$ cat src/source/ram_reader_pkg.sv
`default_nettype none

package ram_reader_pkg;

  // ----------------------------------------------------------
  // burst geometry
  // ----------------------------------------------------------

  localparam int burst_len      = 16; // beats in every read burst.
  localparam int burst_len_log2 = 4;  // block number to word offset.

  // ----------------------------------------------------------
  // bus widths
  // ----------------------------------------------------------

  localparam int data_width = 64;
  localparam int byte_shift = 3;  // log2 of bytes per data word.
  localparam int addr_width = 32; // byte addresses.

  // ----------------------------------------------------------
  // read data channel
  // ----------------------------------------------------------

  // one beat as returned by the memory.
  typedef struct packed {
    logic [data_width-1:0] data;
    logic                  last; // final beat of the burst.
  } r_beat_t;

endpackage

`default_nettype wire

$ cat src/source/output_buffer.sv
`default_nettype none

module output_buffer
(
  input  wire                                   aclk,
  input  wire                                   aresetn,

  input  wire  [ram_reader_pkg::addr_width-1:0] in_data,
  input  wire                                   in_valid,
  output logic                                  in_ready,

  output logic [ram_reader_pkg::addr_width-1:0] out_data,
  output logic                                  out_valid,
  input  wire                                   out_ready
);

  import ram_reader_pkg::*;

  logic [addr_width-1:0] data_reg;
  logic                  valid_reg;
  logic                  load;

  // room when empty, or when the held word leaves this cycle.
  assign in_ready = ~valid_reg | out_ready;
  assign load     = in_valid & in_ready;

  always_ff @(posedge aclk)
  begin
    if (!aresetn)
    begin
      valid_reg <= 1'b0;
    end
    else if (load)
    begin
      valid_reg <= 1'b1;
    end
    else if (out_ready)
    begin
      valid_reg <= 1'b0; // drained.
    end
  end

  always_ff @(posedge aclk)
  begin
    if (load)
    begin
      data_reg <= in_data; // held while stalled.
    end
  end

  assign out_data  = data_reg;
  assign out_valid = valid_reg;

endmodule

`default_nettype wire

$ cat src/source/stream_fifo.sv
`default_nettype none

module stream_fifo #
(
  parameter int fifo_depth = 64
)
(
  input  wire                                   aclk,
  input  wire                                   aresetn,

  input  wire                                   wr_en,
  input  wire  [ram_reader_pkg::data_width-1:0] wr_data,

  input  wire                                   rd_en,
  output logic [ram_reader_pkg::data_width-1:0] rd_data,
  output logic                                  empty,

  output logic [$clog2(fifo_depth):0]           count
);

  import ram_reader_pkg::*;

  localparam int ptr_width   = $clog2(fifo_depth);
  localparam int count_width = ptr_width + 1;

  logic [data_width-1:0] mem [fifo_depth];

  logic [ptr_width-1:0]   wr_ptr;
  logic [ptr_width-1:0]   rd_ptr;
  logic [count_width-1:0] fill;
  logic                   full;
  logic                   wr_ok;
  logic                   rd_ok;

  assign full  = (fill == count_width'(fifo_depth));
  assign empty = (fill == '0);

  assign wr_ok = wr_en & ~full;
  assign rd_ok = rd_en & ~empty;

  // ----------------------------------------------------------
  // storage
  // ----------------------------------------------------------

  always_ff @(posedge aclk)
  begin
    if (wr_ok)
    begin
      mem[wr_ptr] <= wr_data;
    end
  end

  assign rd_data = mem[rd_ptr]; // head word, no read latency.

  // ----------------------------------------------------------
  // pointers and fill level
  // ----------------------------------------------------------

  always_ff @(posedge aclk)
  begin
    if (!aresetn)
    begin
      wr_ptr <= '0;
      rd_ptr <= '0;
      fill   <= '0;
    end
    else
    begin
      if (wr_ok)
      begin
        wr_ptr <= wr_ptr + 1'b1; // wraps at the depth.
      end

      if (rd_ok)
      begin
        rd_ptr <= rd_ptr + 1'b1;
      end

      case ({wr_ok, rd_ok})
        2'b10:   fill <= fill + 1'b1;
        2'b01:   fill <= fill - 1'b1;
        default: fill <= fill;
      endcase
    end
  end

  assign count = fill;

endmodule

`default_nettype wire

$ cat src/source/axis_ram_reader.sv
`default_nettype none

module axis_ram_reader #
(
  parameter int block_width = 16,
  parameter int fifo_depth  = 64
)
(
  input  wire                                   aclk,
  input  wire                                   aresetn,

  input  wire  [ram_reader_pkg::addr_width-1:0] min_addr,
  input  wire  [block_width-1:0]                cfg_data,
  output logic [block_width-1:0]                sts_data,

  output logic [ram_reader_pkg::addr_width-1:0] araddr,
  output logic                                  arvalid,
  input  wire                                   arready,

  input  wire  ram_reader_pkg::r_beat_t         rbeat,
  input  wire                                   rvalid,

  output logic [ram_reader_pkg::data_width-1:0] tdata,
  output logic                                  tvalid,
  input  wire                                   tready
);

  import ram_reader_pkg::*;

  localparam int count_width = $clog2(fifo_depth) + 1;
  localparam int block_shift = burst_len_log2 + byte_shift;

  logic [block_width-1:0] blk_cnt;
  logic                   req_pending; // address waiting for the slice.
  logic                   burst_busy;  // burst issued, last beat not yet seen.

  logic                   issue;
  logic                   req_valid;
  logic                   req_ready;
  logic [addr_width-1:0]  req_addr;

  logic                   fifo_empty;
  logic [count_width-1:0] fifo_count;

  // ----------------------------------------------------------
  // burst issue control
  // ----------------------------------------------------------

  // a whole burst must fit in the FIFO.
  assign issue = (fifo_count < count_width'(fifo_depth - burst_len + 1)) & ~burst_busy;

  assign req_valid = issue | req_pending;
  assign req_addr  = min_addr + (addr_width'(blk_cnt) << block_shift);

  always_ff @(posedge aclk)
  begin
    if (!aresetn)
    begin
      req_pending <= 1'b0;
      burst_busy  <= 1'b0;
      blk_cnt     <= '0;
    end
    else
    begin
      if (issue)
      begin
        req_pending <= 1'b1;
        burst_busy  <= 1'b1;
      end

      if (req_valid && req_ready)
      begin
        req_pending <= 1'b0;
        blk_cnt     <= (blk_cnt < cfg_data) ? blk_cnt + 1'b1 : '0; // wrap after cfg_data.
      end

      if (rvalid && rbeat.last)
      begin
        burst_busy <= 1'b0;
      end
    end
  end

  assign sts_data = blk_cnt;

  output_buffer buf_0
  (
    .aclk      (aclk),
    .aresetn   (aresetn),
    .in_data   (req_addr),
    .in_valid  (req_valid),
    .in_ready  (req_ready),
    .out_data  (araddr),
    .out_valid (arvalid),
    .out_ready (arready)
  );

  // ----------------------------------------------------------
  // read data to stream
  // ----------------------------------------------------------

  stream_fifo #
  (
    .fifo_depth (fifo_depth)
  ) fifo_0
  (
    .aclk    (aclk),
    .aresetn (aresetn),
    .wr_en   (rvalid),     // every beat is taken.
    .wr_data (rbeat.data),
    .rd_en   (tready),
    .rd_data (tdata),
    .empty   (fifo_empty),
    .count   (fifo_count)
  );

  assign tvalid = ~fifo_empty;

endmodule

`default_nettype wire

$ cat config.mk
export PLATFORM = sky130hd
export DESIGN_NAME = axis_ram_reader
export DESIGN_NICKNAME = d
export VERILOG_FILES = /design/src/source/ram_reader_pkg.sv /design/src/source/output_buffer.sv /design/src/source/stream_fifo.sv /design/src/source/axis_ram_reader.sv
export SDC_FILE = /design/constraint.sdc
export NUM_CORES = 2
export LEC_CHECK = 0
export ABC_AREA = 1
export BUFFER_PORTS_ARGS = -buffer_cell sky130_fd_sc_hd__buf_2
export CAP_MARGIN = 20
export CORE_MARGIN = 2
export CORE_UTILIZATION = 30
export CTS_CLUSTER_SIZE = 10
export DETAILED_ROUTE_END_ITERATION = 12
export PLACE_DENSITY = 0.46
export SLEW_MARGIN = 0
export SYNTH_ARGS = -nofsm -noshare
export SYNTH_HDL_FRONTEND = slang
export SYNTH_SLANG_ARGS = --single-unit
$ cat constraint.sdc
create_clock -name aclk -period 18 [get_ports aclk]
set_clock_uncertainty 0.2 [all_clocks]
set_input_delay 2.7 -clock aclk [delete_from_list [all_inputs] [get_ports aclk]]
set_output_delay 2.7 -clock aclk [all_outputs]
set_load 0.02 [all_outputs]
==> metrics.txt <==
synth warn 0; Core ar. 0.561 mm^2; P_leak 65.3 nW; Synth Cell Area 0.169 mm^2; setup TNS 0 ns; register area share after synthesis 74.0%; Std-Cell Rows 275; CTS max path bufs 4; final hold violations 0; Post-Place Setup Slack 9.37 ns; Seq cells post-synth 4172; fin cells 21700; vias per inst 5.21; CTS-repair resized insts 0; Setup CP Type flop to output pin; Die ar. 0.568 mm^2; fin. max-slew vios 0; met2 wire length 288000 um; proportion of layout cells with a drive suffix above 1 8.21%; H-tree depth 5; Max Freq 0.103 GHz; fin area 0.191 mm^2; Worst Path Max Fanout 81; number of buffers created by CTS 475; post-DP HPWL 320000 um; nets@finish 14100; Setup crit end kind output pin; Met1 Wirelength 274000 um; routability cong. 0.768; global-route wire length before repair 866000 um; vias in the first global route 105000; CP Launch Type flop; fill cell count 55200; CTS tree done; initial antenna violation count 86; CTS Sinks 4172; DR top layer met5; Bufs and invs on worst path 5; VDD IR max 0.000131 V; slowest CP cell buf_4; commonest non-fill, non-tap cells in the layout 4256 x nand2_1, 4128 x edfxtp_1, 4010 x nand3_1; commonest non-fill, non-tap cell in the layout nand2_1; DRT Pass-1 Iters 6; CP required 15.10 ns; DRC 0; P per Cell Area 130 mW/mm^2; Final min period 9.72 ns; unrepaired setup endpoints after global routing false; Slew @ Worst Pin 1.25 ns; max_cap viols 0; cell chain of the critical path buf_4 > buf_4 > buf_4 > buf_4 > nand2_1 > nand3_1 > nand3_1 > nand3_1 > nand3_1 > nand3_1 > and2_1 > buf_2; placed insts 20900; worst skew pair latency 1.03 ns; Setup Fix Bufs, Post-CTS 0; Congestion Overflow GR 0; boundary pin count 232; Vias 113000; Die X 754 um; Total Routing Usage GR 21.3%; Syn Area/Cell 12.2 um^2; fin crit share 54.0%; final WL 626000 um; 1st-iter DRT viols 13900; Die Y 754 um; largest net degree at the start of global routing 186; critical path's top delay family buffers and inverters; Slew HR 16.6%; clk root buf clkbuf_16; Post-Syn Instances 13800; Mapped Nets 14000; Final ANT Viol Nets 0; Reg clk slew, reported paths 0.06 ns; Synth Flop Type edfxtp_1; Hold-fix buffers, CTS 0; CP max stage delay 0.90 ns; status complete, no violations; port bufs 231; crit-path most repeated cell nand3_1; EDFF count, synth 4128; Critical Path AT 6.82 ns; area growth from synthesis to layout 13.4%; Async S/R FF share, synth 0%; setup ws final 8.28 ns; dpl cell area 0.177 mm^2; min-delay worst type flop to flop; Yosys cell types 36; DR WL met3 45700 um; Initial Util 30.1%; # setup viols final 0; drt wl/cell 28.9 um
[per-layer routing]
metal | GRT usage, % | vias up
met5 | 0 | -
met4 | 5.90 | 14
met3 | 2.87 | 916
met2 | 33.9 | 4597
met1 | 30.5 | 57800
li1 | - | 49600
[synth_stat cells, drive strengths merged, types with 2 or more instances]
cell	count	area, um^2
a21o	2	15.0
a21oi	45	225
a31oi	2	12.5
and2	65	407
buf	767	4580
clkbuf	132	495
dfxtp	44	881
edfxtp	4128	124000
ha	37	463
inv	98	373
nand2	4258	16000
nand3	4010	20100
nand3b	3	22.5
nand4	17	106
nor2	140	526
nor3	12	60.1
o21ai	29	145
o21bai	2	15.0
xnor2	6	52.6
xor2	21	184
[path summary, 6_finish.rpt]
check / from / end / slack [ns] / cells after the start
max: flop / tdata[43] / 8.28 / 12
min: fifo_0.rd_ptr[3]$_SDFFE_PN0N_ / flop / 0.30 / 2
max reg2reg: fifo_0.count[4]$_SDFFE_PN0P_ / fifo_0.mem[13][45]$_DFFE_PP_ / 12.02 / 10
min reg2reg: fifo_0.rd_ptr[3]$_SDFFE_PN0N_ / flop / 0.30 / 2
[tightest hold or removal path: cells and delay by family (launching register included)]
kind	cells	cell delay, ns
flip-flops	1	0.34
buffers and inverters	1	0.06
AO/OA/AOI/OAI	1	0.07
[where the power goes]
part           leakage [nW]  internal, mW  switching, mW
registers              37.5          10.8         0.0630
clock network          6.39          4.82           3.89
logic                  21.4          1.42           3.89
total                  65.3          17.0           7.85
[registers in the layout, indices dropped and copies added (netlist names), 6 cells and up, named ones only]
name / flops
fifo_0.wr_ptr: 6
sts_data: 16
buf_0.out_data: 32
fifo_0.mem: 4096
fifo_0.rd_ptr: 6
fifo_0.count: 7
[cell families (layout without fill, tap and decap cells)]
kind of cell	count (synthesis)	after routing	share of synthesized area, %
simple gates	8509	8509	22.1
flops	4172	4172	74.0
buf+inv	998	1295	3.23
compound gates	83	83	0.258
fa+ha+maj	38	38	0.286
xor+xnor	27	27	0.140
other cells	0	73	0
[per-stage QoR]
stage	hold slack (ns)	utilization (%)	power, mW
floorplan	0.272	-	14.7
global placement	0.291	31.6	16.4
detailed placement	0.296	31.6	16.4
CTS	0.303	33.9	25.0
global route	0.326	34.1	25.9
finish	0.301	34.1	24.9
[final cells by class]
type / count / area, um^2 / area share [%]
inverter: 99 / 437 / 0.228
clock inverter: 65 / 878 / 0.459
multi-input combinational: 8657 / 38800 / 20.3
tap: 7479 / 9360 / 4.90
sequential: 4172 / 125000 / 65.3
timing repair buffer: 555 / 4320 / 2.26
clock buffer: 576 / 12300 / 6.43
antenna: 73 / 183 / 0.0956
(Power assumes the default switching activity.)
